--- config.mk ---
export PLATFORM = sky130hd
export DESIGN_NAME = control_main
export DESIGN_NICKNAME = d
export VERILOG_FILES = /design/src/hw/alu_pkg.sv /design/src/hw/types_pkg.sv /design/src/hw/control_main.sv
export SDC_FILE = /design/constraint.sdc
export NUM_CORES = 1
export LEC_CHECK = 0
export ABC_CLOCK_PERIOD_IN_PS = 800
export BUFFER_PORTS_ARGS = -buffer_cell sky130_fd_sc_hd__buf_2
export CAP_MARGIN = 40
export CORE_AREA = 2 2 39 41
export DETAILED_ROUTE_END_ITERATION = 8
export DIE_AREA = 0 0 41 43
export PLACE_DENSITY = 0.37
export RECOVER_POWER = 50
export SYNTH_ARGS = -nofsm -noshare
export SYNTH_HDL_FRONTEND = slang
export SYNTH_SLANG_ARGS = --single-unit
--- constraint.sdc ---
create_clock -name vclk -period 0.8
set_input_delay 0.12 -clock vclk [all_inputs]
set_output_delay 0.12 -clock vclk [all_outputs]
set_load 0.02 [all_outputs]
--- src/hw/alu_pkg.sv ---
package alu_pkg;
	// Datapath width seen by the ALU
	localparam int ALU_W = 16;

	// ALU functions as coded in the func field
	typedef enum logic [3:0] {
		alu_add    = 4'h0,
		alu_sub    = 4'h1,
		alu_and    = 4'h2,
		alu_or     = 4'h3,
		alu_xor    = 4'h4,
		// Shifts by one place on operand a
		alu_shl    = 4'h5,
		alu_shr    = 4'h6,
		alu_pass_b = 4'h7
	} control_e;

	// Operand pair
	typedef struct packed {
		logic [ALU_W-1:0] a;
		logic [ALU_W-1:0] b;
	} in_t;

	// Result flags
	typedef struct packed {
		logic zero;
		logic carry;
		logic negative;
		logic overflow;
	} status_t;
endpackage
--- src/hw/types_pkg.sv ---
package types_pkg;
	// Program store size in words
	localparam int PROG_DEPTH = 256;
	localparam int PROG_AW = $clog2(PROG_DEPTH);
	localparam int NUM_REGS = 16;
	localparam int REG_AW = $clog2(NUM_REGS);

	typedef logic [15:0] word_16;
	// Byte address into program memory
	typedef logic [15:0] uword;
	typedef logic [REG_AW-1:0] reg_addr_t;
	typedef logic [PROG_AW-1:0] prog_addr_t;

	// Unlisted codes run as no-ops
	typedef enum logic [3:0] {
		op_alu  = 4'h1,
		op_li   = 4'h2,
		op_skz  = 4'h3,
		op_halt = 4'hf
	} opcode_t;

	// Field view of one instruction word
	// imm8 overlays rb and func
	typedef struct packed {
		opcode_t    opcode;
		reg_addr_t  rd;
		reg_addr_t  rb;
		logic [3:0] func;
	} instr_t;

	// One program write at a word index
	typedef struct packed {
		logic       valid;
		prog_addr_t addr;
		word_16     data;
	} load_t;

	// Decoded control word
	typedef struct packed {
		logic              reg_wr;
		logic              imm_sel;
		logic              skip_test;
		logic              halt;
		alu_pkg::control_e alu_func;
	} ctrl_t;
endpackage

--- src/hw/control_main.sv ---
`timescale 1ns/1ps

module control_main (
	input  types_pkg::word_16 instruction,
	input  logic              rd_zero,
	output types_pkg::ctrl_t  ctrl,
	output logic              skip
);
	import types_pkg::*;
	import alu_pkg::*;

	instr_t ins;

	assign ins = instr_t'(instruction);

	always_comb begin
		ctrl = '0;
		// Load immediate rides through pass b
		ctrl.alu_func = alu_pass_b;
		case (ins.opcode)
			op_alu: begin
				ctrl.reg_wr = 1'b1;
				// func field to ALU function
				case (ins.func)
					4'h0: ctrl.alu_func = alu_add;
					4'h1: ctrl.alu_func = alu_sub;
					4'h2: ctrl.alu_func = alu_and;
					4'h3: ctrl.alu_func = alu_or;
					4'h4: ctrl.alu_func = alu_xor;
					4'h5: ctrl.alu_func = alu_shl;
					4'h6: ctrl.alu_func = alu_shr;
					default: ctrl.alu_func = alu_pass_b;
				endcase
			end
			op_li: begin
				ctrl.reg_wr = 1'b1;
				ctrl.imm_sel = 1'b1;
			end
			op_skz: ctrl.skip_test = 1'b1;
			op_halt: ctrl.halt = 1'b1;
			// Anything else retires with no effect
			default: ;
		endcase
	end

	// Only skip test in the core
	assign skip = ctrl.skip_test && rd_zero;
endmodule

* Yosys cells after proc, flatten, opt, wreduce, memory -nomap -nowiden *
Cells that the tools add are included.

storage, ports and cells
  bits in latches = 0
  RAM bits = 0
  input bits = 17
  logic and storage cells = 19
  bits in read-only memories = 0
  memories = 0
  output and inout port bits = 9
  bits in registers = 0

operators by class
  add/subtract/negate cells = 0
  magnitude comparators = 0
  div/mod/pow operators = 0
  shifts and indexed selects = 0
  multipliers = 0
  bitwise logic cells = 0
  equal/unequal tests = 10
  reduce and logical (&&, ||, !) cells = 3
  multiplexer cells = 6

operator list
  kind                                                                   number
  3-bit case mux with 7 select lines                                     1
  4-bit by 2-bit equality test with 1-bit output, second input constant  4
  4-bit by 3-bit equality test with 1-bit output, second input constant  3
  4-bit by 1-bit equality test with 1-bit output, second input constant  2
  4-bit equality test, second input constant                             1
  4-bit logical NOT                                                      1
  1-bit two-way mux                                                      4
  4-bit two-way mux                                                      1
  2-bit OR reduction                                                     1
  1-bit logical AND                                                      1

* Logic depth before layout (Yosys ltp) *
  depth after elaboration = 3
  mapped depth = 2
  mapped depth without buffers = 2

* Least setup slack after synthesis *
Ideal clock, no wire load.

  path type = input-to-output
  start point = in instruction[12]
  end point = out ctrl[6] (netlist bit)
  arrival time = 0.896 ns
  data required time = 0.680 ns
  path buffers = 0
  stages = 1
  slack = -0.216 ns
  cell sequence = nor4b_1

between the ends
  word-level cells in the longest chain between the ends = 2

ends and longest elaborated chain
  what                                            RTL line            text
  from (decl)                                     control_main.sv:4   input types_pkg::word_16 instruction,
  4-bit by 2-bit equality test with 1-bit output  control_main.sv:20  case (ins.opcode)
  1-bit two-way mux                               control_main.sv:20
  to (decl)                                       control_main.sv:6   output types_pkg::ctrl_t ctrl,

No other way between the ends.

==> metrics.txt <==
status finished, violations left; failing checks setup timing; diode count 0; cells after synthesis 16; worst-path cell chain buf_8, and2b_2, nand3_2, buf_6; register area 0 µm²; die span in x 41 µm; most frequent cells in the layout buf_6 (6), buf_2 (5), buf_4 (4); Final Hold Vio Count 0; Worst EP required 0.68 ns; layout clock buffer count 0; min-delay worst type in2out; Seq pwr share 0%; Starting DRT DRC Count 1; number of nets in the layout 53; largest net degree at the start of global routing 7; post-synthesis cell type count 12; crit path capture ctrl[1]; Synth area leader nand3_1; Yosys top cell area share 14.3%; power share of the combinational group 100.0%; largest cells by area after synthesis nand3_1 (14%), nor2_1 (11%), and4_2 (9.5%); initial antenna violation count 0; Top Ports 26; gr ovfl total 0; Max IR drop VDD 106 µV; routed vias 187; sequential cells 0; routability congestion estimate 0.481; crit path kind in2out; Fmax 1.21 GHz; WL/cell 8.06 µm; Syn Std Cell Area 105 µm²; DP Worst Slack -0.0736 ns; Critical Path Fanout Max 5; GRT Total Usage 3.80%; Die H 43 µm; Tot Pwr 0.135 mW; CP peak stage delay 0.26 ns; Layout Area Growth over Synthesis 218%; Leakage 0.145 nW; final wirelength 403 µm; Synth Net Count 33; Initial Util 7.59%; RSZ-0062 raised after global routing yes; Final Cycle Share 104%; First-pass DRT Iterations 2; drt drc 0; TNS Setup -0.0626 ns; Pint 0.0716 mW; CP max-delay cell and2b_2; fin crit period 0.829 ns; worst hold slack 0.519 ns; vias in the first global route 135; Buf/Inv on CP 2; buffers added on ports 17; share of cells above drive strength 1 82.4%; maxcap violations 0; Worst Setup SP instruction[13]; yosys warns 0; area of the core 0.00138 mm²; Worst path top cell family by delay simple AND/OR/NAND/NOR gates; CP arrival 0.71 ns; pwr/cell area 405 mW/mm²; fin worst setup slack -0.0291 ns; most common cell after layout, fill and taps aside buf_6; Routed Antenna Nets 0; Rows 14; Switching Share 47.1%; endpoints failing setup 3; Setup crit end kind primary output; Clk pwr share 0%; vias per inst 3.74; die area 0.00176 mm²; Psw 0.0638 mW; Final Slew Violations 0; post-synthesis sequential area ratio 0%; Syn Area/Cell 6.57 µm²; CP Launch Type input port; Worst path depth 4; first-pass GRT wire length 510 µm
[Yosys cell counts]
cell     n
and4_2   1
buf_4    1
conb_1   1
nor4b_1  1
and4_1   1
and3_2   1
nor3_2   1
nor2_1   3
and2b_1  1
nand3_1  3
nor2_2   1
xnor2_1  1
[kinds of logic (layout without fill, tap and decap cells)]
family | count (synthesis) | after routing | synth area share (%)
buf+inv | 1 | 19 | 7.15
other cells | 1 | 1 | 3.57
simple gates | 13 | 13 | 81.0
xor+xnor | 1 | 1 | 8.33
[power groups by stage]
stage,Clock [mW],Sequential [mW],Combinational (mW)
2_1_floorplan,0,0,0.0439
3_3_place_gp,0,0,0.0887
3_5_place_dp,0,0,0.0889
4_1_cts,0,0,0.122
5_1_grt,0,0,0.144
6_report,0,0,0.135
[metal layers]
layer	GRT usage [%]	part of all wire [%]	routed length, µm
met1	4.75	36	144
met2	7.19	54	219
met3	0	9.7	39
met4	0	0	0
met5	0	0	0
[what timing repair did]
| action | 4_1_cts | 5_1_grt |
|---|---|---|
| pin swaps | 4 | 3 |
| hold endpoints to repair | 0 | 0 |
| endpoints found under the setup margin | 6 | 7 |
| resized for setup | 21 | 9 |
| gates cloned | 0 | 0 |
| hold buffers | 0 | 0 |
| setup buffers | 1 | 0 |
[worst min-delay path by stage]
stage / from / to / slack [ns] / cells past startpoint
after floorplan: instruction[14] / ctrl[7] / 0.29 / 1
after global placement: instruction[1] / ctrl[1] / 0.55 / 4
after detailed placement: instruction[1] / ctrl[1] / 0.55 / 4
after CTS: instruction[14] / ctrl[7] / 0.52 / 3
after global routing: instruction[15] / ctrl[7] / 0.53 / 3
final: instruction[1] / ctrl[1] / 0.52 / 4
[final cells by class]
cell class / instances / area [µm²]
timing repair buffer: 19 / 173
tap: 16 / 20.0
multi-input combinational: 15 / 141
fill: 157 / 1050
[stage by stage]
stage          instances  utilization, %  area [µm²]
6_report              50            24.1         334
4_1_cts               50            21.6         299
3_3_place_gp          49            15.6         216
5_1_grt               50            24.1         334
2_1_floorplan         16               -         111
3_5_place_dp          49            15.6         216
(Power assumes the default switching activity.)
