--- src/hw/alu_pkg.sv ---
package alu_pkg;
	// Datapath width seen by the ALU
	localparam int ALU_W = 16;

	// ALU functions as coded in the func field
	typedef enum logic [3:0] {
		alu_add    = 4'h0,
		alu_sub    = 4'h1,
		alu_and    = 4'h2,
		alu_or     = 4'h3,
		alu_xor    = 4'h4,
		// Shifts by one place on operand a
		alu_shl    = 4'h5,
		alu_shr    = 4'h6,
		alu_pass_b = 4'h7
	} control_e;

	// Operand pair
	typedef struct packed {
		logic [ALU_W-1:0] a;
		logic [ALU_W-1:0] b;
	} in_t;

	// Result flags
	typedef struct packed {
		logic zero;
		logic carry;
		logic negative;
		logic overflow;
	} status_t;
endpackage
--- src/hw/types_pkg.sv ---
package types_pkg;
	// Program store size in words
	localparam int PROG_DEPTH = 256;
	localparam int PROG_AW = $clog2(PROG_DEPTH);
	localparam int NUM_REGS = 16;
	localparam int REG_AW = $clog2(NUM_REGS);

	typedef logic [15:0] word_16;
	// Byte address into program memory
	typedef logic [15:0] uword;
	typedef logic [REG_AW-1:0] reg_addr_t;
	typedef logic [PROG_AW-1:0] prog_addr_t;

	// Unlisted codes run as no-ops
	typedef enum logic [3:0] {
		op_alu  = 4'h1,
		op_li   = 4'h2,
		op_skz  = 4'h3,
		op_halt = 4'hf
	} opcode_t;

	// Field view of one instruction word
	// imm8 overlays rb and func
	typedef struct packed {
		opcode_t    opcode;
		reg_addr_t  rd;
		reg_addr_t  rb;
		logic [3:0] func;
	} instr_t;

	// One program write at a word index
	typedef struct packed {
		logic       valid;
		prog_addr_t addr;
		word_16     data;
	} load_t;

	// Decoded control word
	typedef struct packed {
		logic              reg_wr;
		logic              imm_sel;
		logic              skip_test;
		logic              halt;
		alu_pkg::control_e alu_func;
	} ctrl_t;
endpackage

--- src/hw/alu.sv ---
`timescale 1ns/1ps

module alu (
	input  alu_pkg::in_t      in,
	input  alu_pkg::control_e control,
	output types_pkg::word_16 out,
	output alu_pkg::status_t  stat
);
	import alu_pkg::*;

	// Extra top bit holds the carry
	logic [ALU_W:0] sum;
	logic [ALU_W:0] diff;
	logic add_ovf;
	logic sub_ovf;
	logic carry;
	logic ovf;

	assign sum = {1'b0, in.a} + {1'b0, in.b};
	// a + ~b + 1
	// Top bit set means no borrow
	assign diff = {1'b0, in.a} + {1'b0, ~in.b} + 1'b1;

	// Signed overflow
	assign add_ovf = (in.a[ALU_W-1] == in.b[ALU_W-1]) && (sum[ALU_W-1] != in.a[ALU_W-1]);
	assign sub_ovf = (in.a[ALU_W-1] != in.b[ALU_W-1]) && (diff[ALU_W-1] != in.a[ALU_W-1]);

	always_comb begin
		out = '0;
		carry = 1'b0;
		ovf = 1'b0;
		case (control)
			alu_add: begin
				out = sum[ALU_W-1:0];
				carry = sum[ALU_W];
				ovf = add_ovf;
			end
			alu_sub: begin
				out = diff[ALU_W-1:0];
				carry = diff[ALU_W];
				ovf = sub_ovf;
			end
			alu_and: out = in.a & in.b;
			alu_or:  out = in.a | in.b;
			alu_xor: out = in.a ^ in.b;
			// Shifted-out bit lands in carry
			alu_shl: begin
				out = {in.a[ALU_W-2:0], 1'b0};
				carry = in.a[ALU_W-1];
			end
			alu_shr: begin
				out = {1'b0, in.a[ALU_W-1:1]};
				carry = in.a[0];
			end
			default: out = in.b;
		endcase
	end

	assign stat.zero = (out == '0);
	assign stat.carry = carry;
	assign stat.negative = out[ALU_W-1];
	assign stat.overflow = ovf;
endmodule

--- config.mk ---
export PLATFORM = sky130hd
export DESIGN_NAME = alu
export DESIGN_NICKNAME = d
export VERILOG_FILES = /design/src/hw/alu_pkg.sv /design/src/hw/types_pkg.sv /design/src/hw/alu.sv
export SDC_FILE = /design/constraint.sdc
export NUM_CORES = 1
export LEC_CHECK = 0
export BUFFER_PORTS_ARGS = -buffer_cell sky130_fd_sc_hd__buf_2
export CORE_ASPECT_RATIO = 1.25
export CORE_MARGIN = 3
export CORE_UTILIZATION = 25
export DETAILED_ROUTE_END_ITERATION = 7
export PLACE_DENSITY = 0.44
export SETUP_SLACK_MARGIN = 0.02
export SLEW_MARGIN = 20
export SYNTH_ARGS = -nofsm -noshare
export SYNTH_HDL_FRONTEND = slang
export SYNTH_SLANG_ARGS = --single-unit
export TNS_END_PERCENT = 10
--- constraint.sdc ---
create_clock -name vclk -period 3.9
set_input_delay 0.195 -clock vclk [all_inputs]
set_output_delay 0.195 -clock vclk [all_outputs]
set_load 0.1 [all_outputs]
# After elaboration in Yosys (flattened, before gate mapping)

Index checks and enable logic that the tools add are counted.

Add/subtract/negate cells: 3
Equal/unequal tests: 10
Multiplexer cells: 3
Bitwise operators: 4
Reductions and logical operators: 4

Operators with widths:

| kind                                          | number |
|---|---|
| case mux 16 bit (7 select lines)              | 1 |
| adder 16 x 16 -> 17 bit                       | 2 |
| adder 17 x 1 -> 17 bit, second input constant | 1 |
| AND 16 bit                                    | 1 |
| zero test 16 bit                              | 1 |
| NOT 16 bit                                    | 1 |
| OR 16 bit                                     | 1 |
| bitwise XOR 16 bit                            | 1 |
| == test 4 x 3 -> 1 bit, second input constant | 3 |
| == test 4 x 2 -> 1 bit, second input constant | 2 |
| == test 4 x 1 -> 1 bit, second input constant | 1 |
| zero test 4 bit                               | 1 |
| case mux 1 bit (4 select lines)               | 1 |
| inequality test 1 bit                         | 3 |
| logical AND 1 bit                             | 2 |
| case mux 1 bit (2 select lines)               | 1 |
| == test 1 bit                                 | 1 |

Bits in registers: 0
Input port bits: 36
Word-level logic and storage cells: 24

# Logic depth before layout (Yosys ltp)

Depth after elaboration: 6
Mapped depth: 14
Gate-level depth less buffers: 13

# Worst setup path before layout

No wires, ideal clock.

Kind: input -> output
From: input in[16] (netlist bit)
To: output stat[3] (netlist bit)
Data arrival time: 4.752 ns
Required time: 3.705 ns
Setup slack: -1.047 ns
Stages on the path: 12
Path buffers: 0
Path through: inv_1 > ha_1 > inv_1 > fa_1 > nor2b_1 > o21ai_0 > a211oi_1 > o21ai_0 > nand2_1 > a221oi_1 > nor4_1 > and4b_1

RTL lines:

| element            | line     | text |
|---|---|---|
| start: declaration | alu.sv:4 | `input alu_pkg::in_t in,` |
| end: declaration   | alu.sv:7 | `output alu_pkg::status_t stat` |

==> run summary <==
Core ar. = 0.0114 mm²
Cts hold-fix bufs = 0
GP Congestion = 0.910
Die width = 104 µm
Final HPWL DP = 9880 µm
CP Capture Type = output port
Startpoint types = input pin
Vias/cell = 5.57
Max Freq = 268 MHz
Ant diodes = 0
# fillers = 1274
Num ports = 56
DIE AREA = 0.0132 mm²
Initial DRC Count = 306
Count of cell types in the netlist = 64
Initial core utilization = 26.2%
GRT Residual Overflow = 0
Initial antenna violation count = 0
Post-route non-filler standard cell count = 666
GRT Util Overall = 17.8%
Wirelength per Cell = 19.0 µm
Placed cells = 664
Endpoints failing setup = 0
Largest area contributor in the netlist = ha_1
Pleak = 1.66 nW
Worst Setup EP = stat[3]
Max-slew headroom = 52.4%
# DRC = 0
Mean Syn Cell Area = 6.59 µm²
IO buf count = 56
Max-slew violation count = 0
Layout cells sized above 1 = 25.0%
DR pass1 iterations = 7
FF+latch area = 0 µm²
Post-route clock period utilization = 95.6%
Area Growth Syn to Fin = 26.9%
Syn. warnings = 0
Syn Std Cell Area = 0.00297 mm²
Via count = 3711
HP Class = input pin to output port
Die H = 128 µm
Vias in the first global route = 3647
RSZ-0062 raised after global routing = no
Post-DRT Antenna Nets = 0
Pin count of the biggest net entering global routing = 16
Worst Tran Pin Value = 712 ps
Min Hold Slack = 985 ps
Synth top area share = 21.0%
Sequential cells = 0
Total Power = 677 µW
CP arrival = 3530 ps
Critical path origin = in[16]
Status = finished clean
Critical Path RT = 3700 ps
Area contributors post-synth = ha_1 21%, a21oi_1 6.4%, inv_1 5.9%, nor2_1 5.0%, o21ai_0 4.7%
Crit Path Max Fanout = 3
Core Rows = 43
Syn Inst Count = 451
Max_cap viols = 0
Clock buffers = 0
Register area share after synthesis = 0%
Final core occ = 33.3%
Min Clock Period, post-route = 3730 ps
First-pass GRT wire length = 19500 µm
Fin. Hold Viols = 0
Post-Syn Nets = 539
Peak VDD IR = 0.155 mV
PwrDens = 179 mW/mm²
Final Net Count = 599
Crit Path Class = input pin to output port
WL final = 12600 µm
## metrics by stage
step / instance area, µm² / setup WS (ps) / setup TNS (ps)
CTS: 3690 / 37.5 / 0
detailed placement: 3680 / -99.1 / -99.1
global placement: 3680 / 7.12 / 0
finish: 3770 / 171 / 0
global route: 3770 / 4.93 / 0
floorplan: 3030 / 87.9 / 0
## cells in the mapped netlist (8+ instances only)
cell type	number
inv_1	47
nor2_1	40
o21ai_0	28
nand2b_1	8
ha_1	50
nor3_1	8
nand2_1	32
o211ai_1	10
a221oi_1	9
a31oi_1	10
nor2b_1	8
a22oi_1	10
a211oi_1	8
clkbuf_1	23
a21oi_1	38
## final cells by class
class	instances	area [µm²]	share of cell area (%)
Multi-Input combinational cell	372	2820	74.8
Timing Repair Buffer	90	578	15.3
Tap cell	157	196	5.20
Inverter	47	176	4.67
## metal layers
metal	GRT usage (%)	wire length (µm)	up-vias
met5	0	0	-
met4	2.58	195	0
met3	1.36	446	14
met2	35.1	6530	109
met1	21.5	5450	1790
li1	-	-	1798
## critical path: stages
cell      delay [ps]
buf_2            110
inv_1             70
ha_2             170
inv_1             50
fa_2             340
buf_4            150
a221oi_2         220
nand2_1           70
a221o_1          350
nor4_4           210
or3b_4           420
or4_4            440
nor4_4           270
and4b_4          290
buf_12           180
## timing repair
| action | CTS | global route |
|---|---|---|
| pin swaps | 0 | 6 |
| endpoints found under the hold margin | 0 | 0 |
| setup buffers | 0 | 2 |
| gates resized for setup | 3 | 15 |
| endpoints found under the setup margin | 1 | 1 |
## worst min-delay path by stage
stage | from | endpoint | slack (ps) | cells after the start
6_report | in[13] | out[13] | 990 | 3
5_1_grt | in[13] | out[13] | 1020 | 3
4_1_cts | in[13] | out[13] | 990 | 3
3_5_place_dp | in[31] | stat[0] | 980 | 4
3_3_place_gp | in[13] | out[13] | 980 | 3
2_1_floorplan | in[15] | out[15] | 760 | 2
## where the power goes
part / leakage [nW] / internal [mW] / switching (mW)
Clock: 0 / 0 / 0
Combinational: 1.66 / 0.204 / 0.473
Sequential: 0 / 0 / 0
## kinds of logic after synthesis
| family | share of synthesized area (%) |
|---|---|
| AND/OR/NAND/NOR | 23.6 |
| AO/OA/AOI/OAI | 39.0 |
| multiplexers | 1.68 |
| adder cells (fa/ha/maj) | 22.4 |
| XOR/XNOR | 2.36 |
| buffers and inverters | 10.9 |
## layout by cell type (no fill, tap or decap), types with 9 or more instances in the layout
master / count
buf_4: 33
nor2_1: 40
buf_2: 54
a21oi_1: 35
ha_1: 48
a31oi_1: 9
nand2_1: 32
o21ai_0: 27
inv_1: 47
o211ai_1: 10
(Power assumes the default switching activity.)
