$ cat config.mk
export PLATFORM = sky130hd
export DESIGN_NAME = result_port
export DESIGN_NICKNAME = d
export VERILOG_FILES = /design/src/hw/alu_pkg.sv /design/src/hw/types_pkg.sv /design/src/hw/result_port.sv
export SDC_FILE = /design/constraint.sdc
export NUM_CORES = 1
export LEC_CHECK = 0
export ABC_AREA = 1
export BUFFER_PORTS_ARGS = -buffer_cell sky130_fd_sc_hd__buf_2
export CORE_ASPECT_RATIO = 1.2
export CORE_UTILIZATION = 48
export CTS_CLUSTER_DIAMETER = 200
export DETAILED_ROUTE_END_ITERATION = 10
export PLACE_DENSITY = 0.76
export SYNTH_ARGS = -nofsm -noshare
export SYNTH_HDL_FRONTEND = slang
export SYNTH_SLANG_ARGS = --single-unit
$ cat constraint.sdc
create_clock -name clk -period 1.6 [get_ports clk]
set_input_delay 0.08 -clock clk [delete_from_list [all_inputs] [get_ports clk]]
set_output_delay 0.08 -clock clk [all_outputs]
set_load 0.05 [all_outputs]
$ cat src/hw/alu_pkg.sv
package alu_pkg;
	// Datapath width seen by the ALU
	localparam int ALU_W = 16;

	// ALU functions as coded in the func field
	typedef enum logic [3:0] {
		alu_add    = 4'h0,
		alu_sub    = 4'h1,
		alu_and    = 4'h2,
		alu_or     = 4'h3,
		alu_xor    = 4'h4,
		// Shifts by one place on operand a
		alu_shl    = 4'h5,
		alu_shr    = 4'h6,
		alu_pass_b = 4'h7
	} control_e;

	// Operand pair
	typedef struct packed {
		logic [ALU_W-1:0] a;
		logic [ALU_W-1:0] b;
	} in_t;

	// Result flags
	typedef struct packed {
		logic zero;
		logic carry;
		logic negative;
		logic overflow;
	} status_t;
endpackage
$ cat src/hw/types_pkg.sv
package types_pkg;
	// Program store size in words
	localparam int PROG_DEPTH = 256;
	localparam int PROG_AW = $clog2(PROG_DEPTH);
	localparam int NUM_REGS = 16;
	localparam int REG_AW = $clog2(NUM_REGS);

	typedef logic [15:0] word_16;
	// Byte address into program memory
	typedef logic [15:0] uword;
	typedef logic [REG_AW-1:0] reg_addr_t;
	typedef logic [PROG_AW-1:0] prog_addr_t;

	// Unlisted codes run as no-ops
	typedef enum logic [3:0] {
		op_alu  = 4'h1,
		op_li   = 4'h2,
		op_skz  = 4'h3,
		op_halt = 4'hf
	} opcode_t;

	// Field view of one instruction word
	// imm8 overlays rb and func
	typedef struct packed {
		opcode_t    opcode;
		reg_addr_t  rd;
		reg_addr_t  rb;
		logic [3:0] func;
	} instr_t;

	// One program write at a word index
	typedef struct packed {
		logic       valid;
		prog_addr_t addr;
		word_16     data;
	} load_t;

	// Decoded control word
	typedef struct packed {
		logic              reg_wr;
		logic              imm_sel;
		logic              skip_test;
		logic              halt;
		alu_pkg::control_e alu_func;
	} ctrl_t;
endpackage

$ cat src/hw/result_port.sv
`timescale 1ns/1ps

module result_port (
	input  logic             clk,
	input  logic             reset,
	input  logic             restart,
	input  logic             run,
	input  types_pkg::ctrl_t ctrl,
	input  alu_pkg::status_t alu_stat,
	output logic             halted,
	output alu_pkg::status_t status,
	output logic [15:0]      retired
);
	logic alu_op;

	// Register writes without the immediate are the ALU ops
	assign alu_op = ctrl.reg_wr && !ctrl.imm_sel;

	always_ff @(posedge clk) begin
		if (reset) begin
			halted <= 1'b0;
			status <= '0;
			retired <= '0;
		end else begin
			// Start clears the run summary
			// Flags stay from the last ALU op
			if (restart) begin
				halted <= 1'b0;
				retired <= '0;
			end else if (run) begin
				if (ctrl.halt) begin
					halted <= 1'b1;
				end else begin
					retired <= retired + 16'd1;
				end
				if (alu_op) begin
					status <= alu_stat;
				end
			end
		end
	end
endmodule

### Word level (Yosys, flattened, before mapping)

Index checks and enable logic that the tools add are counted.

| word-level totals | value |
|---|---|
| flip-flop bits (word level) | 21 |
| latch bits | 0 |
| memory bits (writable) | 0 |
| memory bits (read-only) | 0 |
| word-level logic and storage cells | 15 |
| memories kept | 0 |

| cells by class | value |
|---|---|
| $add $sub $neg | 1 |
| $mul | 0 |
| div/mod/pow operators | 0 |
| magnitude comparators | 0 |
| equality and inequality tests | 0 |
| shift-type cells | 0 |
| muxes and demuxes | 0 |
| bitwise gates (word level) | 2 |
| reductions and logical operators | 6 |

Operator list:

| operator | number |
|---|---|
| adder 16 x 1 -> 16 bit, second input constant | 1 |
| AND reduction 2 bit | 2 |
| AND reduction 3 bit | 1 |
| NOT 1 bit | 2 |
| OR reduction 2 bit | 1 |
| logical AND 1 bit | 1 |
| zero test 1 bit | 1 |

### Logic depth before layout (Yosys ltp)

| depth | value |
|---|---|
| depth after elaboration | 3 |
| gate-level depth with buffers | 8 |
| mapped depth without buffers | 8 |

### Worst setup path before layout

OpenSTA, ideal clock, no wires.

| timing | value |
|---|---|
| path kind | register to register |
| start point | register retired[1] |
| end point | register retired[12] |
| library setup time | 0.113 ns |
| arrival time | 1.524 ns |
| slack | -0.037 ns |
| stages on the path, launching flop included | 7 |
| buffers on the path | 0 |
| cell sequence | dfxtp_1 -> ha_1 -> nand3_1 -> nor2_1 -> nand4_1 -> nor2_1 -> nor2_1 |

| on the way | value |
|---|---|
| word-level cells in the longest chain between the ends | 1 |

Ends and longest elaborated chain:

| item | line | source |
|---|---|---|
| start: declaration | result_port.sv:12 | `output logic [15:0] retired` |
| start signal: assignment | result_port.sv:34 | `retired <= retired + 16'd1;` |
| adder 16 x 1 -> 16 bit | result_port.sv:34 |  |

No other way between the ends.
A chain may end at the register's enable or synchronous reset.

### Final worst setup path

| timing | value |
|---|---|
| start point | register retired[1] |
| end point | register retired[14] |

Same word-level chain as after synthesis.

==> impl_metrics.ini <==
[die]
die_x_um = 44.3
start_util_pct = 50.2
dieHeight_um = 52.7
design.core.area_um2 = 2050
dieArea_um2 = 2330
rows = 18
ioPinCount = 37

[grt]
grt.total_usage_pct = 20.4
antenna_found_initial = 0
grt_pass1_wl_mm = 3.52
grt_overflow = 0
grt_pass1_vias = 937
grt_max_degree = 18

[worst_setup_path]
path_cells = ha_1 > nand3_1 > nor2_1 > nand4_1 > nand2_1 > nand2_1 > nor2_1
cp_data_arrival_time_ps = 1620
cp_slowest_stage_delay_ps = 380
crit_path_start_kind = flip-flop
r2r_cells = 7
worstPathRequired_ps = 1850
path_max_fanout = 5
r2r-start = retired[1]
r2r_end = retired[14]
critPathSlowestCell = dfxtp_2
reg2reg_slack_ps = 240
path_class = flip-flop to flip-flop
end_kind = flip-flop

[synth]
synth.largest_area_cell = dfxtp_1
synth.yosys.warnings = 0
synth_edf_count = 0
syn_nets = 170
synthMuxAreaShare_pct = 0
synth-seq-cells = 21
avgSynthCellArea_um2 = 6.72
synthTopCellsByArea = dfxtp_1, nand2_1, nor2_1
ys_async_sr_fraction_pct = 0
synth_cell_type_count = 20
netlist_instances = 153
ys.flop_type = dfxtp_1
synth_xor_xnor_area_share_pct = 0
ys_seq_area_share_pct = 40.9
synthAdderAreaFrac_pct = 1.22
yosys.area_share.simple_pct = 37.8
syn_area_um2 = 1030
synth_top_area_share_pct = 40.9
yosysMostFrequentCell = nand2_1
synth_compound_area_share_pct = 10.7
synth.cells.most_frequent = nand2_1, nor2_1, dfxtp_1, inv_1, a21oi_1
synth_top_family_by_area = simple AND/OR/NAND/NOR gates

[route]
avgViaCountPerCell = 4.83
wire_per_inst_um = 9.70
drt_first_iter_violations = 12
drt-total-wl_mm = 2.12
ant_nets = 0
route.vias.total = 1058
post-route-drc-count = 0
first_pass_iters = 6

[timing]
clock.fmax_mhz = 733
worst_pin_slew_ps = 252
drv_slew = 0
fin_crit_ps = 1360
finClkSkew_ps = 2.43
setup_tns_ps = 0
setup_viol = 0
slew_headroom_pct = 83.3
finalCritPeriodShare_pct = 85.3
rsz0062_at_grt = false
hold_viol_final = 0

[placed_design]
io_buffers = 31
gp_congestion = 0.774
dpl.cell_count = 214
placed_cell_area_um2 = 1220
dpl.hpwl_mm = 1.63

[final_layout]
fin_area_um2 = 1260
instances_no_fill = 219
drive_above_1_share_pct = 24.3
nets = 207
syn_to_final_growth_pct = 22.5
ff_latch_area_um2 = 423
diodes = 0
n_fill_cell = 215
multi_input_area_um2 = 512

[min_path]
holdCritStartpoint = alu_stat[1]
min_to = status[1]
hold_class = input port to flip-flop
min_path_cells = 3

[flow_run]
maxCapViolCount = 0

[clock_network]
htreeDepth = 1
cts_resized = 0
cts_root_buffer = clkbuf_4
cts_buffers = 3
clk_path_buf_depth = 2
clkTransAtPathRegs_ps = 110
clk_latency_ps = 300
cts_sinks = 21
cts_setup_buffers = 0
cts_tree = done

[power]
p_per_area_nw_per_um2 = 681
vdd_drop_max_v = 0.000524
leakage_nw = 0.606

[run_status]
status = complete, no violations
## cell usage in the layout (no fill, tap or decap), types with 2 or more instances in the layout
master | synthesis | layout
nand2_1 | 40 | 40
buf_2 | 0 | 31
nor2_1 | 28 | 28
inv_1 | 21 | 21
dfxtp_1 | 21 | 19
a21oi_1 | 12 | 12
o21ai_0 | 7 | 7
nand3_1 | 5 | 5
nand4_1 | 5 | 5
nand2_2 | 3 | 3
clkbuf_4 | 0 | 3
dfxtp_2 | 0 | 2
## cells by family (layout without fill, tap and decap cells)
family                   after synthesis  count (layout)
AO/OA/AOI/OAI                         21              21
adder cells (fa/ha/maj)                1               1
buffers and inverters                 24              60
flip-flops                            21              21
AND/OR/NAND/NOR                       86              86
## how the worst max path moves through the flow
stage | end | startpoint | slack (ps) | depth (start not counted)
finish | retired[14] | retired[1] | 240 | 7
global route | retired[14] | retired[0] | 120 | 7
CTS | retired[14] | retired[1] | 240 | 7
detailed placement | retired[14] | retired[1] | 270 | 6
global placement | retired[14] | retired[1] | 310 | 6
floorplan | retired[12] | retired[2] | 130 | 5
## power breakdown
part | internal (W) | leakage, nW | switching [W]
registers | 0.000528 | 0.170 | 0.00000332
clock network | 0.0000973 | 0.0150 | 0.000155
logic | 0.0000249 | 0.421 | 0.0000499
## critical path, delay by kind of cell (launching register included)
kind          cells  cell delay, ps
simple gates      6             740
fa+ha+maj         1             200
flops             1             380
## routing by layer
| layer | track usage, % | routed length [um] |
|---|---|---|
| met5 | 0 | 0 |
| met2 | 37.3 | 1080 |
| met3 | 2.07 | 72 |
| met1 | 22.0 | 915 |
| met4 | 12.1 | 61 |
## cell type report
cell class	count	area share (%)
Clock buffer	4	2.09
Inverter	23	7.05
Multi-Input combinational cell	108	40.6
Sequential cell	21	33.6
Tap cell	30	2.98
Timing Repair Buffer	33	13.7
## repair_timing
item / CTS / global route
hold buffers: 1 / 0
setup endpoints to repair: 0 / 0
hold endpoints to repair: 4 / 0
## state kept, by name, indices dropped and copies added (netlist names)
register,cells
halted,1
status,4
retired,16
## stage by stage
step	setup WS, ps	hold WS (ps)	total power, W	utilization, %
3_5_place_dp	265	323	0.000616	59.7
5_1_grt	116	12.0	0.000901	61.5
2_1_floorplan	127	149	0.000588	-
6_report	236	12.4	0.000858	61.5
4_1_cts	244	9.45	0.000863	61.5
3_3_place_gp	307	298	0.000614	59.7
(Power assumes the default switching activity.)
