[config.mk]
export PLATFORM = sky130hd
export DESIGN_NAME = reg_program_counter
export DESIGN_NICKNAME = d
export VERILOG_FILES = /design/src/hw/alu_pkg.sv /design/src/hw/types_pkg.sv /design/src/hw/reg_program_counter.sv
export SDC_FILE = /design/constraint.sdc
export NUM_CORES = 1
export LEC_CHECK = 0
export BUFFER_PORTS_ARGS = -buffer_cell sky130_fd_sc_hd__buf_2
export CAP_MARGIN = 20
export CORE_AREA = 4 4 57 59
export DETAILED_ROUTE_END_ITERATION = 10
export DIE_AREA = 0 0 61 63
export SYNTH_ARGS = -nofsm -noshare
export SYNTH_HDL_FRONTEND = slang
export SYNTH_SLANG_ARGS = --single-unit
[constraint.sdc]
create_clock -name clk -period 2.5 [get_ports clk]
set_input_delay 0.125 -clock clk [delete_from_list [all_inputs] [get_ports clk]]
set_output_delay 0.125 -clock clk [all_outputs]
set_load 0.02 [all_outputs]
[src/hw/alu_pkg.sv]
package alu_pkg;
	// Datapath width seen by the ALU
	localparam int ALU_W = 16;

	// ALU functions as coded in the func field
	typedef enum logic [3:0] {
		alu_add    = 4'h0,
		alu_sub    = 4'h1,
		alu_and    = 4'h2,
		alu_or     = 4'h3,
		alu_xor    = 4'h4,
		// Shifts by one place on operand a
		alu_shl    = 4'h5,
		alu_shr    = 4'h6,
		alu_pass_b = 4'h7
	} control_e;

	// Operand pair
	typedef struct packed {
		logic [ALU_W-1:0] a;
		logic [ALU_W-1:0] b;
	} in_t;

	// Result flags
	typedef struct packed {
		logic zero;
		logic carry;
		logic negative;
		logic overflow;
	} status_t;
endpackage
[src/hw/types_pkg.sv]
package types_pkg;
	// Program store size in words
	localparam int PROG_DEPTH = 256;
	localparam int PROG_AW = $clog2(PROG_DEPTH);
	localparam int NUM_REGS = 16;
	localparam int REG_AW = $clog2(NUM_REGS);

	typedef logic [15:0] word_16;
	// Byte address into program memory
	typedef logic [15:0] uword;
	typedef logic [REG_AW-1:0] reg_addr_t;
	typedef logic [PROG_AW-1:0] prog_addr_t;

	// Unlisted codes run as no-ops
	typedef enum logic [3:0] {
		op_alu  = 4'h1,
		op_li   = 4'h2,
		op_skz  = 4'h3,
		op_halt = 4'hf
	} opcode_t;

	// Field view of one instruction word
	// imm8 overlays rb and func
	typedef struct packed {
		opcode_t    opcode;
		reg_addr_t  rd;
		reg_addr_t  rb;
		logic [3:0] func;
	} instr_t;

	// One program write at a word index
	typedef struct packed {
		logic       valid;
		prog_addr_t addr;
		word_16     data;
	} load_t;

	// Decoded control word
	typedef struct packed {
		logic              reg_wr;
		logic              imm_sel;
		logic              skip_test;
		logic              halt;
		alu_pkg::control_e alu_func;
	} ctrl_t;
endpackage

[src/hw/reg_program_counter.sv]
`timescale 1ns/1ps

module reg_program_counter (
	input  logic            clk,
	input  logic            reset,
	input  logic            restart,
	input  logic            run,
	input  logic            halt_exec,
	input  logic            skip,
	output types_pkg::uword out_address
);
	import types_pkg::*;

	uword pc;
	uword next_seq;
	uword next_skip;

	// Plain step and skip-over step
	assign next_seq = pc + 16'd2;
	assign next_skip = pc + 16'd4;

	always_ff @(posedge clk) begin
		if (reset) begin
			pc <= '0;
		end else if (restart) begin
			pc <= '0;
		end else if (run && !halt_exec) begin
			pc <= skip ? next_skip : next_seq;
		end
		// PC parks on the halt word otherwise
	end

	assign out_address = pc;
endmodule

## After elaboration in Yosys (flattened, before gate mapping)

Index checks and enable logic that the tools add are counted.
W data, S select, Z words.

| storage, ports and cells | value |
|---|---|
| word-level logic and storage cells | 7 |
| bits of input ports | 6 |
| output and inout port bits | 16 |
| register bits | 16 |

| cells by class | value |
|---|---|
| reduce and logical (&&, ||, !) cells | 3 |
| add/sub/neg operators | 2 |
| muxes and demuxes | 1 |

Operators by type and width:

| operator | number |
|---|---|
| $add A16 B2 Y16 const B | 1 |
| $add A16 B3 Y16 const B | 1 |
| $mux W16 | 1 |
| $reduce_or A2 Y1 | 1 |
| $logic_and A1 B1 Y1 | 1 |
| $logic_not A1 Y1 | 1 |

## Logic depth before layout (Yosys ltp)

Gate-level depths: netlist of run 1.

| depth | value |
|---|---|
| depth after elaboration | 2 |
| mapped depth | 5 |
| mapped depth without buffers | 5 |

## Least setup slack after synthesis of run 1

Ideal clock, no wire load.

| path | value |
|---|---|
| path type | reg2reg |
| start point | reg pc[2] (netlist: out_address[2]) |
| end point | reg pc[12] (netlist: out_address[12]) |
| arrival time | 1.532 ns |
| clock period less this slack | 1.648 ns |
| stages on the path, launching flop included | 6 |
| path slack | 0.852 ns |
| required time | 2.384 ns |
| cells stage by stage | dfxtp_1 ha_1 nand3b_1 nor4b_4 a31oi_1 a41o_1 |

| between the ends | value |
|---|---|
| cells in the longest elaborated chain, start to end | 2 |
| elaborated cells between the ends (all ways) | 3 |
| those cells by class | 2 x add/sub; 1 x mux |

RTL lines:

| element | RTL line | text |
|---|---|---|
| start, declared | reg_program_counter.sv:14 | `uword pc;` |
| start signal, assigned | reg_program_counter.sv:28 | `pc <= skip ? next_skip : next_seq;` |
| $add A16 B2 Y16 or $add A16 B3 Y16 (tied branches) | reg_program_counter.sv:19, reg_program_counter.sv:20 |  |
| $mux W16 (*) | reg_program_counter.sv:28 |  |

Every way passes the cells marked *; elsewhere a longest branch is shown, timed or not.
A chain may end at the register's enable or synchronous reset.

## Worst setup path in the final report of run 1

Same ends and word-level chain as after synthesis.

==> impl_results.md, run 1 <==
- Status: completed
- Synth Warn #: 0
- Cell family with most CP delay: simple AND/OR/NAND/NOR gates
- Placed cell count: 138
- Max Cap Viol: 0
- Initial antenna violation count: 0
- Count of pins over their slew limit: 0
- Peak Freq: 610 MHz
- Core Util, Final: 0.347
- Diodes inserted: 0
- Setup clock skew after layout: 0.00371 ns
- Gr usage total: 0.0983
- Post-Synth Adder-Cell Area: 0.0314
- Unrepaired setup endpoints after global routing: no
- IO Port Bufs: 20
- DP Wirelength: 1330 um
- Yosys reg bits: 15
- P_leak: 0.403 nW
- Initial core utilization: 0.294
- Final worst-path setup slack: 0.860 ns
- Wire length per cell: 11.8 um
- FILL cells: 311
- Syn_nets: 99
- Final GP Congestion: 0.701
- Startpoint Class: register
- Compound-Gate Fraction of Synth Area: 0.119
- Net Sw Frac: 0.235
- Post-route ant nets: 0
- VDD IR-drop max: 0.179 mV
- Data arrival time of the worst path: 1.83 ns
- DP Worst Slack: 0.860 ns
- Post-DR vias/cell: 4.82
- Register share of total power: 0.593
- Ports: 22
- Ys async rst share: 0
- Critical path's slowest cell: dfxtp_1
- Final Hold Vio Count: 0
- Share of post-route cells with drive strength above 1: 0.297
- Buf+Inv Stages, Crit Path: 0
- Setup Crit Path Kind: reg -> reg
- Final setup fails: 0
- Xor and xnor area share after synthesis: 0.0769
- Worst hold path class: in -> reg
- CP Max Fanout: 6
- Die Footprint: 3840 um2
- Core ar.: 2710 um2
- Clk pwr share: 0.346
- Commonest cells after routing, fill and taps aside: buf_2 (20), dfxtp_1 (15), nor2_1 (14)
- Pwr/cell area: 432 nW/um2
- Die width: 61 um
- Root buf cell: clkbuf_4
- Worst setup EP type: register
- Commonest non-fill, non-tap cell in the layout: buf_2
- Mapped Cells: 91
- Clock sinks: 15
- Largest net degree at the start of global routing: 15
- Final wirelength: 1670 um
- Largest family of logic cells by synthesized area: simple AND/OR/NAND/NOR gates
- Die Y: 63 um
- Setup tns final: 0 ns
- Post_cts resized: 0
- CTS tree: built
- Internal power: 0.310 mW
- Mux share of post-synthesis cell area: 0.0188
- Simple-gate portion of the synthesized area: 0.339
- First-pass GRT wire length: 2930 um
- Max FFs per register: 15
- EDFF count, synth: 0
- Fin cells: 142
- Mapped Area: 797 um2
- Sequential-to-total area share from yosys stat: 0.377
- Standard-cell rows: 19
- CP peak stage delay: 0.43 ns
- Pre-antenna DRT Iters: 3
- Worst EP required: 2.69 ns
- Synth-to-layout area growth: 17.9%
- # DRC: 0
- Final nets: 120
- Clk Latency, worst-skew pair: 0.28 ns
- Ys flop type: dfxtp_1
- CTS Hold Buffers Added: 0
- Via count: 684
- Initial DRC Count: 11
- NetSw: 0.0954 mW
- CTS Buf Count: 3
- H-tree lvl count: 1
- Global route total overflow: 0
- Period utilisation layout: 0.656
- Synthesized area per cell: 8.76 um2
- Longest Clk Path Bufs: 2
- Logic pwr share: 0.061
- Clock-pin slew on the worst setup and hold paths: 0.09 ns
- Min Tclk post-route: 1.64 ns
- Distinct cells, synth: 34
- Crit-path cells: ha_1 -> nand3b_1 -> nor4b_4 -> a31oi_1 -> a41o_1
- Number of global-route vias before repair: 692
- Setup Buffers After CTS: 0
## cell type report
cell class | instances | area (um2) | area share
Multi-Input combinational cell | 71 | 470 | 0.501
Clock buffer | 4 | 26.3 | 0.0280
Tap cell | 31 | 38.8 | 0.0413
Timing Repair Buffer | 20 | 100 | 0.107
Sequential cell | 15 | 300 | 0.320
Inverter | 1 | 3.75 | 0.00399
## through the flow
step	total power [mW]	hold WS [ns]	instance area, um2
after floorplan	0.265	0.332	797
after detailed placement	0.271	0.456	913
after global placement	0.270	0.458	913
after CTS	0.413	0.146	940
final	0.406	0.154	940
after global routing	0.424	0.164	940
## cells by family after synthesis
logic type | after synthesis
and+or+nand+nor | 43
AOI/OAI and AO/OA | 17
DFF | 15
xor gates and xnor gates | 7
buffers and inverters | 5
adders and majority gates | 2
other | 1
muxes | 1
## power groups by stage
stage / Combinational (mW) / Clock (mW) / Sequential, mW
final: 0.0247 / 0.140 / 0.241
after CTS: 0.0250 / 0.147 / 0.241
after global routing: 0.0282 / 0.155 / 0.241
after global placement: 0.0241 / 0 / 0.246
after floorplan: 0.0180 / 0 / 0.247
after detailed placement: 0.0250 / 0 / 0.246
## worst reg2reg max path: stages, from the launching register on
cell and delay, ns:
dfxtp_1 0.43, ha_1 0.17, nand3b_1 0.18, nor4b_4 0.42, a31oi_1 0.14, a41o_1 0.21
## cells in the mapped netlist (3+ instances only)
cell	number	area (um2)
nor2_1	14	52.6
o21ai_0	7	35.0
a21oi_1	7	35.0
dfxtp_1	15	300
xnor2_1	4	35.0
nand2_1	4	15.0
or3_1	4	25.0
nand3_1	3	15.0
xor2_1	3	26.3
## per-layer routing
layer	share of wire	wire, um	global-route usage	up-vias
li1	-	-	-	360
met1	0.47	782	0.120	310
met2	0.49	812	0.158	12
met3	0.034	57	0.0145	2
met4	0.013	21	0.0569	0
met5	0	0	0	-
## final timing paths
path,from,to,slack [ns],cells past startpoint
max,out_address[2],out_address[12],0.86,5
min,reset,out_address[3],0.15,3
max reg2reg,out_address[2],out_address[12],0.86,5
min reg2reg,out_address[15],out_address[15],0.50,2
Note: power is estimated with default switching activity, not from simulation.
==> inputs of run 2 (changes only) <==
ABC_AREA = 1   (was not set)
CORE_AREA = 4 4 61 63   (was 4 4 57 59)
DIE_AREA = 0 0 65 67   (was 0 0 61 63)
clock period = 1.4 ns   (was 2.5 ns; I/O delays follow)
==> impl_results.md, run 2 <==
- Clock sinks: 15
- Synth Warn #: 0
- Gr usage total: 0.102
- Max Cap Viol: 0
- Synth-to-layout area growth: 19.2%
- Diodes inserted: 0
- Pre-antenna DRT Iters: 4
- Setup clock skew after layout: 0.000899 ns
- Sequential-to-total area share from yosys stat: 0.320
- Distinct cells, synth: 25
- P_leak: 0.530 nW
- VDD IR-drop max: 0.308 mV
- Wire length per cell: 9.74 um
- CP Max Fanout: 6
- Final Hold Vio Count: 0
- Most frequent cell after synthesis: nand2_1
- Setup Crit Path Kind: reg -> reg
- Commonest non-fill, non-tap cell in the layout: nand2_1
- DP Wirelength: 1650 um
- IO Port Bufs: 20
- Post-synth top area share: 0.320
- Clock-pin slew on the worst setup and hold paths: 0.09 ns
- Worst setup EP type: register
- Final setup fails: 0
- Synth top cells by count: nand2_1 (27), nor2_1 (24), inv_1 (19), dfxtp_1 (15), a21oi_1 (10)
- Final GP Congestion: 0.865
- Standard-cell rows: 21
- Die width: 65 um
- Final nets: 170
- Final wirelength: 2020 um
- Share of post-route cells with drive strength above 1: 0.273
- # DRC: 0
- Count of pins over their slew limit: 0
- Unrepaired setup endpoints after global routing: no
- Initial antenna violation count: 0
- First-pass GRT wire length: 3440 um
- Post-DR vias/cell: 4.10
- Startpoint Class: register
- Core Util, Final: 0.346
- H-tree lvl count: 1
- Commonest cells after routing, fill and taps aside: nand2_1 (27), nor2_1 (24), buf_2 (20)
- Global route total overflow: 0
- CTS Buf Count: 3
- Mapped Cells: 138
- Ys async rst share: 0
- Core ar.: 3230 um2
- Largest net degree at the start of global routing: 11
- Peak Freq: 797 MHz
- Synthesized area per cell: 6.81 um2
- Initial core utilization: 0.291
- Via count: 848
- Fin cells: 207
- Setup tns final: 0 ns
- EDFF count, synth: 0
- Clk Latency, worst-skew pair: 0.29 ns
- Status: completed
- Synth top area cells: dfxtp_1 (32%), nand2_1 (11%), nor2_1 (9.6%), inv_1 (7.6%), nor2_4 (7.2%)
- Ports: 22
- Worst hold path class: in -> reg
- Ys flop type: dfxtp_1
- Post-route ant nets: 0
- Placed cell count: 203
- Initial DRC Count: 18
- CTS tree: built
- Pwr/cell area: 679 nW/um2
- Die Footprint: 4360 um2
- Data arrival time of the worst path: 1.45 ns
- Longest Clk Path Bufs: 2
- Mapped Area: 940 um2
- Yosys reg bits: 15
- Smallest hold slack: 0.0614 ns
- Syn_nets: 146
- Number of global-route vias before repair: 813
- Die Y: 67 um
- Root buf cell: clkbuf_4
- Period utilisation layout: 0.896
- Worst EP required: 1.59 ns
- Min Tclk post-route: 1.25 ns
- Synth area leader: dfxtp_1
- Max FFs per register: 15
==> run 2: final cells by class <==
class | count | area (um2)
clock buffers | 4 | 26.3
flip-flops and latches | 15 | 302
repair buffers | 22 | 115
inverters | 22 | 82.6
well taps | 46 | 57.6
multi-input cells | 98 | 537
fillers | 366 | 2110
==> run 2: worst paths after layout <==
check	from	end	slack, ns	cells past startpoint
hold reg to reg	out_address[1]	out_address[1]	0.50	2
hold / removal	reset	out_address[1]	0.06	4
setup reg to reg	out_address[1]	out_address[15]	0.15	8
setup / recovery	out_address[1]	out_address[15]	0.15	8
==> run 2: critical path: stages, from the launching register on <==
cell and delay [ns]:
dfxtp_2 0.38, ha_1 0.20, nor2_2 0.06, nor2_4 0.11, nand2_4 0.08, nor2_2 0.16
nand3_1 0.08, nand2_1 0.06, nor2_1 0.04
==> run 2: timing repair <==
action / 4_1_cts / 5_1_grt
resized for setup: 0 / 1
endpoints found under the setup margin: 0 / 5
setup buffers: 0 / 0
hold buffers: 0 / 0
==> run 2: report_power, final <==
group | switching [mW] | internal, mW | leakage, nW | total, mW
combinational | 0.0496 | 0.0261 | 0.394 | 0.0757
sequential | 0.00305 | 0.429 | 0.121 | 0.432
clock | 0.141 | 0.111 | 0.0150 | 0.252
==> run 2: through the flow <==
| step | setup WS, ns | instance area, um2 | power, mW |
|---|---|---|---|
| 5_1_grt | 0.0361 | 1120 | 0.804 |
| 2_1_floorplan | 0.0676 | 940 | 0.497 |
| 3_3_place_gp | 0.147 | 1090 | 0.518 |
| 4_1_cts | 0.0806 | 1120 | 0.773 |
| 3_5_place_dp | 0.104 | 1090 | 0.518 |
| 6_report | 0.146 | 1120 | 0.760 |
==> run 2: layer usage <==
metal,vias to the layer above,GRT usage,wire [um]
met2,20,0.162,873
met3,5,0.0304,115
met1,350,0.128,995
li1,473,-,-
met5,-,0,0
met4,0,0.0396,33
==> run 2: logic make-up (layout without fill, tap and decap cells) <==
| family | Yosys count | count (layout) | share of synthesized area |
|---|---|---|---|
| AO/OA/AOI/OAI | 18 | 18 | 0.107 |
| buffers and inverters | 25 | 48 | 0.109 |
| flip-flops | 15 | 15 | 0.320 |
| XOR/XNOR | 1 | 1 | 0.00932 |
| AND/OR/NAND/NOR | 76 | 76 | 0.425 |
| other | 1 | 1 | 0.00399 |
| adder cells (fa/ha/maj) | 2 | 2 | 0.0266 |
