==> src/hw/alu_pkg.sv <==
package alu_pkg;
	// Datapath width seen by the ALU
	localparam int ALU_W = 16;

	// ALU functions as coded in the func field
	typedef enum logic [3:0] {
		alu_add    = 4'h0,
		alu_sub    = 4'h1,
		alu_and    = 4'h2,
		alu_or     = 4'h3,
		alu_xor    = 4'h4,
		// Shifts by one place on operand a
		alu_shl    = 4'h5,
		alu_shr    = 4'h6,
		alu_pass_b = 4'h7
	} control_e;

	// Operand pair
	typedef struct packed {
		logic [ALU_W-1:0] a;
		logic [ALU_W-1:0] b;
	} in_t;

	// Result flags
	typedef struct packed {
		logic zero;
		logic carry;
		logic negative;
		logic overflow;
	} status_t;
endpackage
==> src/hw/types_pkg.sv <==
package types_pkg;
	// Program store size in words
	localparam int PROG_DEPTH = 256;
	localparam int PROG_AW = $clog2(PROG_DEPTH);
	localparam int NUM_REGS = 16;
	localparam int REG_AW = $clog2(NUM_REGS);

	typedef logic [15:0] word_16;
	// Byte address into program memory
	typedef logic [15:0] uword;
	typedef logic [REG_AW-1:0] reg_addr_t;
	typedef logic [PROG_AW-1:0] prog_addr_t;

	// Unlisted codes run as no-ops
	typedef enum logic [3:0] {
		op_alu  = 4'h1,
		op_li   = 4'h2,
		op_skz  = 4'h3,
		op_halt = 4'hf
	} opcode_t;

	// Field view of one instruction word
	// imm8 overlays rb and func
	typedef struct packed {
		opcode_t    opcode;
		reg_addr_t  rd;
		reg_addr_t  rb;
		logic [3:0] func;
	} instr_t;

	// One program write at a word index
	typedef struct packed {
		logic       valid;
		prog_addr_t addr;
		word_16     data;
	} load_t;

	// Decoded control word
	typedef struct packed {
		logic              reg_wr;
		logic              imm_sel;
		logic              skip_test;
		logic              halt;
		alu_pkg::control_e alu_func;
	} ctrl_t;
endpackage

==> src/hw/mem_register.sv <==
`timescale 1ns/1ps

module mem_register (
	input  logic                 clk,
	input  logic                 reset,
	input  types_pkg::reg_addr_t ra1,
	input  types_pkg::reg_addr_t ra2,
	input  types_pkg::reg_addr_t dbg_addr,
	input  logic                 write_en,
	input  types_pkg::reg_addr_t write_address,
	input  types_pkg::word_16    write_data,
	output types_pkg::word_16    rd1,
	output types_pkg::word_16    rd2,
	output types_pkg::word_16    dbg_data
);
	import types_pkg::*;

	word_16 regs [NUM_REGS];

	// Single write port
	always_ff @(posedge clk) begin
		if (reset) begin
			for (int i = 0; i < NUM_REGS; i++) begin
				regs[i] <= '0;
			end
		end else if (write_en) begin
			regs[write_address] <= write_data;
		end
	end

	// Operand reads
	assign rd1 = regs[ra1];
	assign rd2 = regs[ra2];
	// Debug read for the outside
	assign dbg_data = regs[dbg_addr];
endmodule

==> config.mk <==
export PLATFORM = sky130hd
export DESIGN_NAME = mem_register
export DESIGN_NICKNAME = d
export VERILOG_FILES = /design/src/hw/alu_pkg.sv /design/src/hw/types_pkg.sv /design/src/hw/mem_register.sv
export SDC_FILE = /design/constraint.sdc
export NUM_CORES = 1
export LEC_CHECK = 0
export BUFFER_PORTS_ARGS = -buffer_cell sky130_fd_sc_hd__buf_2
export CAP_MARGIN = 10
export CORE_MARGIN = 2
export CORE_UTILIZATION = 39
export DETAILED_ROUTE_END_ITERATION = 16
export PLACE_DENSITY_LB_ADDON = 0.12
export SETUP_SLACK_MARGIN = 0.3
export SYNTH_ARGS = -nofsm -noshare
export SYNTH_HDL_FRONTEND = slang
export SYNTH_SLANG_ARGS = --single-unit
==> constraint.sdc <==
create_clock -name clk -period 1.8 [get_ports clk]
set_clock_uncertainty 0.05 [all_clocks]
set_input_delay 0.09 -clock clk [delete_from_list [all_inputs] [get_ports clk]]
set_output_delay 0.09 -clock clk [all_outputs]
set_load 0.005 [all_outputs]
; ---- After elaboration in Yosys (flattened, before gate mapping)
; Memories as Yosys holds them, arrays and structs flattened.
; Index checks and enable logic that the tools add are counted.
[totals]
regBits = 0
latchBits = 0
ram_bits = 256
rom_bits = 0
in_bits = 35
output_inout_bits = 48
elab_cells = 10
mem_count = 1
[op_classes]
add_sub_neg = 0
n_mul = 0
div_mod_pow = 0
order_cmp = 0
n_eq_ne = 0
shift = 0
mux = 8
n_bitwise = 0
reduce_logical = 1
[memory_table]
columns = name, words, word_bits, read_ports, rd_ports_with_merged_regs, write_ports, line
row1 = regs, 16, 16, 3, 0, 16, mem_register.sv:18  ; word_16 regs [NUM_REGS];
[ops]
columns = cell, count
row1 = $mux W16, 1
row2 = $reduce_or A16 Y1, 1
row3 = $mux W1, 6
row4 = $mux W4, 1

; ---- Depth between registers and ports, before layout
; Gate-level depths: netlist of run 1.
[logic_depth]
depth_word = 5
ltp_mapped = 5
ltp_nobuf = 3

; ---- Worst setup path before layout of run 1
; OpenSTA, ideal clock, no wires.
[synth_path]
path_type = input -> register
startpoint = input port write_address[2]
endpoint = memory regs[0][0] (netlist bit), enable pin
setup_ps = 334
arrival_time_ps = 1183
required_time_ps = 1416
path_slack_ps = 233
path_stages = 3
n_path_buf = 0
cell_sequence = or4b_4 -> nor3_4 -> or2_2
[synth_lines]
columns = element, line
row1 = start: declaration, mem_register.sv:10  ; input types_pkg::reg_addr_t write_address,
row2 = end: declaration, mem_register.sv:18

==> impl_metrics.env, run 1 <==
export IMPL_clock_sinks=256
export IMPL_status="finished with violations"
export IMPL_dp_cells=1583
export IMPL_power_leakage_nw=6.46
export IMPL_max_freq_mhz=470
export IMPL_crit_required_ns=1.66
export IMPL_syn_area_um2=15300
export IMPL_irDropWorstVdd_uv=712
export IMPL_crit_family="multiplexers"
export IMPL_root_buffer="clkbuf_16"
export IMPL_setup_viol=48
export IMPL_reg_largest_list="regs (256)"
export IMPL_syn_num_nets=1031
export IMPL_layout_nets=1144
export IMPL_syn_area_per_cell_um2=15.3
export IMPL_vias=10200
export IMPL_seq_power_share=0.442
export IMPL_yosys_register_bits=256
export IMPL_synth_edf_count=256
export IMPL_cp_end_kind="output pin"
export IMPL_syn_inst=996
export IMPL_io_pins=83
export IMPL_yosys_area_top_type_share=0.504
export IMPL_dieArea_um2=40700
export IMPL_rsz0062_at_grt="yes"
export IMPL_dr_pass1_iters=5
export IMPL_top_usage_layer="met2"
export IMPL_cp_start_kind="flip-flop"
export IMPL_clkPwrFrac=0.393
export IMPL_drtIter0Drc=1020
export IMPL_relSlewSlack=0.466
export IMPL_largest_reg_flops=256
export IMPL_io_buffers=82
export IMPL_finalMaxSlewViolations=0
export IMPL_ys_top_cells_by_count="edfxtp_1 (256), and2_1 (243), mux4_2 (192)"
export IMPL_die_y_um=202
export IMPL_viasPerCell=6.19
export IMPL_internal_power_mw=12.1
export IMPL_cts_setup_buffers=0
export IMPL_fin_crit_ns=2.13
export IMPL_yosysTopAreaCell="edfxtp_1"
export IMPL_place_gp_congestion=0.854
export IMPL_ys_warn_count=0
export IMPL_yosysMostFrequentCell="edfxtp_1"
export IMPL_period_share=1.18
export IMPL_grt_use_met3=0.0374
export IMPL_path_cells="mux4_2, a22oi_2, nand2_1, buf_2"
export IMPL_max_slew_worst_pin_slew_ns=0.801
export IMPL_grt_pass1_vias=10600
export IMPL_grt_pass1_wl_um=77700
export IMPL_core_area_um2=38600
export IMPL_swShare=0.257
export IMPL_grt_max_degree=37
export IMPL_combPwrFrac=0.165
export IMPL_path_clk_slew_ns=0.06
export IMPL_cts_made_buffers=30
export IMPL_h_tree_depth=1
export IMPL_slowest_delay_ns=0.49
export IMPL_path_buf_inv=1
export IMPL_final_cells=1651
export IMPL_synth_distinct_cells=22
export IMPL_antenna_found_initial=2
export IMPL_cts_buffer_depth=3
export IMPL_initial_core_util=0.395
export IMPL_cts_tree="built"
export IMPL_cap_violations=0
export IMPL_synth_flop_cell="edfxtp_1"
export IMPL_ys_seq_area_frac=0.504
export IMPL_grtUsageMet1=0.395
export IMPL_grt_met2_usage=0.425
export IMPL_die_width_um=202
export IMPL_crit_fanout=3
export IMPL_async_flop_share=0
export IMPL_slowest_stage="mux4_2"
export IMPL_ant_nets=0
export IMPL_powerDensity_nw_per_um2=873
export IMPL_num_rows=72
export IMPL_drc=0
export IMPL_avgRoutedWirePerCell_um=32.6
export IMPL_hold_path_class="in2reg"
export IMPL_dpl_hpwl_um=33500
export IMPL_wl_um=53800
export IMPL_design_power_total_mw=16.2
export IMPL_layout_drive_gt1_share=0.473
export IMPL_violations="negative setup slack"
export IMPL_final_setup_worst_slack_ns=-0.329
export IMPL_synth_area_leaders="edfxtp_1 (50%), mux4_2 (28%), and2_1 (10%)"
export IMPL_area_delta_synth_final_pct=21.9
export IMPL_overflow=0
export IMPL_critPathArrivalTime_ns=1.99
export IMPL_max_flop_register="regs"
export IMPL_p_sw_mw=4.17
export IMPL_grt_total_usage=0.269
export IMPL_final_hold_viol_count=0
export IMPL_critPathKind="reg2out"
final timing paths:
kind                        from      endpoint  depth (start not counted)
setup / recovery      regs[0][0]        rd2[0]                          4
hold / removal    write_data[11]  regs[13][11]                          2
cell type report:
| cell class | instances | area (um2) |
|---|---|---|
| fillers | 3320 | 20000 |
| flip-flops and latches | 256 | 7690 |
| multi-input cells | 643 | 7610 |
| repair buffers | 178 | 1630 |
| clock buffers | 36 | 795 |
| well taps | 518 | 648 |
| clock inverters | 19 | 221 |
| diodes | 1 | 2.50 |
routing by layer:
layer | wire, um | vias up
li1 | - | 4197
met2 | 25300 | 516
met1 | 23400 | 5418
met5 | 8 | -
met3 | 3690 | 91
met4 | 1470 | 2
stage by stage:
stage / hold slack [ns] / setup TNS (ns) / utilization / cell area, um2 / setup slack (ns)
6_report: 0.0130 / -12.90 / 0.481 / 18600 / -0.329
5_1_grt: 0.0254 / -15.57 / 0.481 / 18600 / -0.389
4_1_cts: 0.00328 / -13.96 / 0.477 / 18500 / -0.345
3_5_place_dp: 0.536 / 0 / 0.441 / 17100 / 0.0261
3_3_place_gp: 0.538 / 0 / 0.441 / 17100 / 0.0161
2_1_floorplan: 0.238 / 0 / - / 15300 / 0.277
layout by cell type, fill, tap and decap left out, drive strengths merged, types with 2 or more instances in the layout:
master       synthesis  final
nor2b                6      6
bufinv               0      5
a22oi               96     96
nand2               49     49
or2                 16     16
clkinv               0     13
edfxtp             256    256
dlygate4sd3          0     12
clkbuf              66     36
nand2b               2      2
nand4bb              2      2
mux4               192    192
nor2                15     15
and2               259    259
buf                 31    166
nor3                 4      4
repair_timing:
| action | CTS | global route |
|---|---|---|
| endpoints found under the setup margin | 48 | 48 |
| hold buffers | 12 | 0 |
| pin swaps | 76 | 22 |
| hold endpoints to repair | 155 | 0 |
| gates resized for setup | 53 | 31 |
cell families (layout without fill, tap and decap cells):
group / after synthesis / count (layout) / share of synthesized area
other cells: 0 / 1 / 0
compound gates: 96 / 96 / 0.0472
flops: 256 / 256 / 0.504
simple gates: 355 / 355 / 0.140
mux: 192 / 192 / 0.283
buf+inv: 97 / 233 / 0.0258
power groups by stage:
stage               clock (mW)  sequential (mW)  combinational (mW)
CTS                       6.46             7.16                2.62
detailed placement           0             7.28                2.48
finish                    6.38             7.18                2.69
global placement             0             7.27                2.47
global route              6.69             7.22                2.81
floorplan                    0             7.17                1.45
(Power assumes the default switching activity.)
==> run 2, diff against run 1 <==
Settings changed: HOLD_SLACK_MARGIN set to 0.15.
==> impl_metrics.env, run 2 (same netlist as run 1, synthesis figures left out) <==
export IMPL_num_rows=72
export IMPL_cts_setup_buffers=0
export IMPL_final_cell_mix="edfxtp_1 (256), and2_1 (243), mux4_2 (192), a22oi_2 (76), buf_2 (73)"
export IMPL_wl_um=53800
export IMPL_max_slew_worst_pin_slew_ns=0.781
export IMPL_ant_nets=0
export IMPL_die_width_um=202
export IMPL_max_freq_mhz=467
export IMPL_critPathKind="reg2out"
export IMPL_hold_path_class="in2reg"
export IMPL_layout_drive_gt1_share=0.471
export IMPL_holdPathStages=4
export IMPL_max_flop_register="regs"
export IMPL_min_from="write_address[0]"
export IMPL_crit_fanout=3
export IMPL_drc=0
export IMPL_cts_made_buffers=30
export IMPL_setup_viol=48
export IMPL_root_buffer="clkbuf_16"
export IMPL_fillers=3319
export IMPL_violations="negative setup slack"
export IMPL_cap_violations=0
export IMPL_dpl_hpwl_um=33500
export IMPL_area_delta_synth_final_pct=22.2
export IMPL_powerDensity_nw_per_um2=872
export IMPL_status="finished with violations"
export IMPL_io_buffers=82
export IMPL_core_area_um2=38600
export IMPL_fin_crit_ns=2.14
export IMPL_grt_total_usage=0.270
export IMPL_avgRoutedWirePerCell_um=32.5
export IMPL_h_tree_depth=1
export IMPL_clock_sinks=256
export IMPL_final_hold_viol_count=0
export IMPL_relSlewSlack=0.480
export IMPL_antenna_found_initial=2
export IMPL_design_power_total_mw=16.3
export IMPL_die_y_um=202
export IMPL_largest_reg_flops=256
export IMPL_grt_pass1_wl_um=77800
export IMPL_place_gp_congestion=0.854
export IMPL_layout_nets=1149
export IMPL_initial_core_util=0.395
export IMPL_crit_required_ns=1.66
export IMPL_cp_start_kind="flip-flop"
export IMPL_finalMaxSlewViolations=0
export IMPL_period_share=1.19
export IMPL_viasPerCell=6.21
export IMPL_grt_max_degree=37
export IMPL_path_clk_slew_ns=0.06
export IMPL_vias=10300
export IMPL_irDropWorstVdd_uv=710
export IMPL_dr_pass1_iters=7
export IMPL_rsz0062_at_grt="yes"
export IMPL_cp_end_kind="output pin"
export IMPL_critPathArrivalTime_ns=2.00
export IMPL_cts_buffer_depth=3
export IMPL_dpl_cell_area_um2=17100
export IMPL_dieArea_um2=40700
export IMPL_final_area_um2=18700
export IMPL_cts_tree="built"
export IMPL_overflow=0
export IMPL_mostFrequentLayoutCell="edfxtp_1"
export IMPL_grt_pass1_vias=10600
export IMPL_reg_largest_list="regs (256)"
export IMPL_final_setup_worst_slack_ns=-0.339
export IMPL_power_leakage_nw=6.48
export IMPL_hold_end="regs[1][0]"
export IMPL_io_pins=83
export IMPL_drtIter0Drc=1007
-- run 2: cell type report --
| type | instances | area (um2) | area share |
|---|---|---|---|
| Sequential cell | 256 | 7690 | 0.412 |
| Antenna cell | 1 | 2.50 | 0.000134 |
| Clock inverter | 19 | 221 | 0.0119 |
| Multi-Input combinational cell | 643 | 7610 | 0.408 |
| Clock buffer | 36 | 795 | 0.0426 |
| Timing Repair Buffer | 183 | 1680 | 0.0902 |
| Tap cell | 518 | 648 | 0.0347 |
-- run 2: per-layer routing --
layer / routed length [um] / global-route usage / part of all wire
met2: 25300 / 0.425 / 0.47
met5: 8 / 0 / 0.00015
met3: 3800 / 0.0371 / 0.071
met4: 1440 / 0.0712 / 0.027
met1: 23200 / 0.395 / 0.43
-- run 2: stage by stage --
stage	TNS (ns)	hold slack, ns	setup WS [ns]	utilization	cells
final	-12.92	0.215	-0.339	0.483	1656
after global routing	-15.57	0.220	-0.389	0.483	1655
after CTS	-13.96	0.187	-0.345	0.479	1655
after detailed placement	0	0.536	0.0261	0.441	1583
after global placement	0	0.538	0.0161	0.441	1583
after floorplan	0	0.238	0.277	-	996
-- run 2: critical path, stage by stage (launching register included) --
cell and delay [ns]:
edfxtp_1 0.45, mux4_2 0.49, a22oi_2 0.21, nand2_1 0.13
buf_2 0.14
-- run 2: what timing repair did --
| item | in CTS | in global routing |
|---|---|---|
| endpoints found under the setup margin | 48 | 48 |
| hold buffers | 17 | 0 |
| pin swaps | 76 | 22 |
| gates resized for setup | 53 | 31 |
| hold endpoints to repair | 260 | 0 |
-- run 2: where the power goes --
group / switching (mW) / internal (mW) / leakage, nW
registers: 0.260 / 6.91 / 2.44
clock network: 2.55 / 3.84 / 0.500
logic: 1.36 / 1.33 / 3.54
total: 4.17 / 12.1 / 6.48
-- run 2: how the worst max path moves through the flow --
stage                           start            to  cells after the start
after floorplan           dbg_addr[0]  dbg_data[10]                      5
after global placement    dbg_addr[0]  dbg_data[14]                      6
after detailed placement       ra1[0]       rd1[13]                      6
after CTS                  regs[0][0]        rd2[0]                      4
after global routing      regs[15][8]        rd1[8]                      5
final                      regs[0][0]        rd2[0]                      4
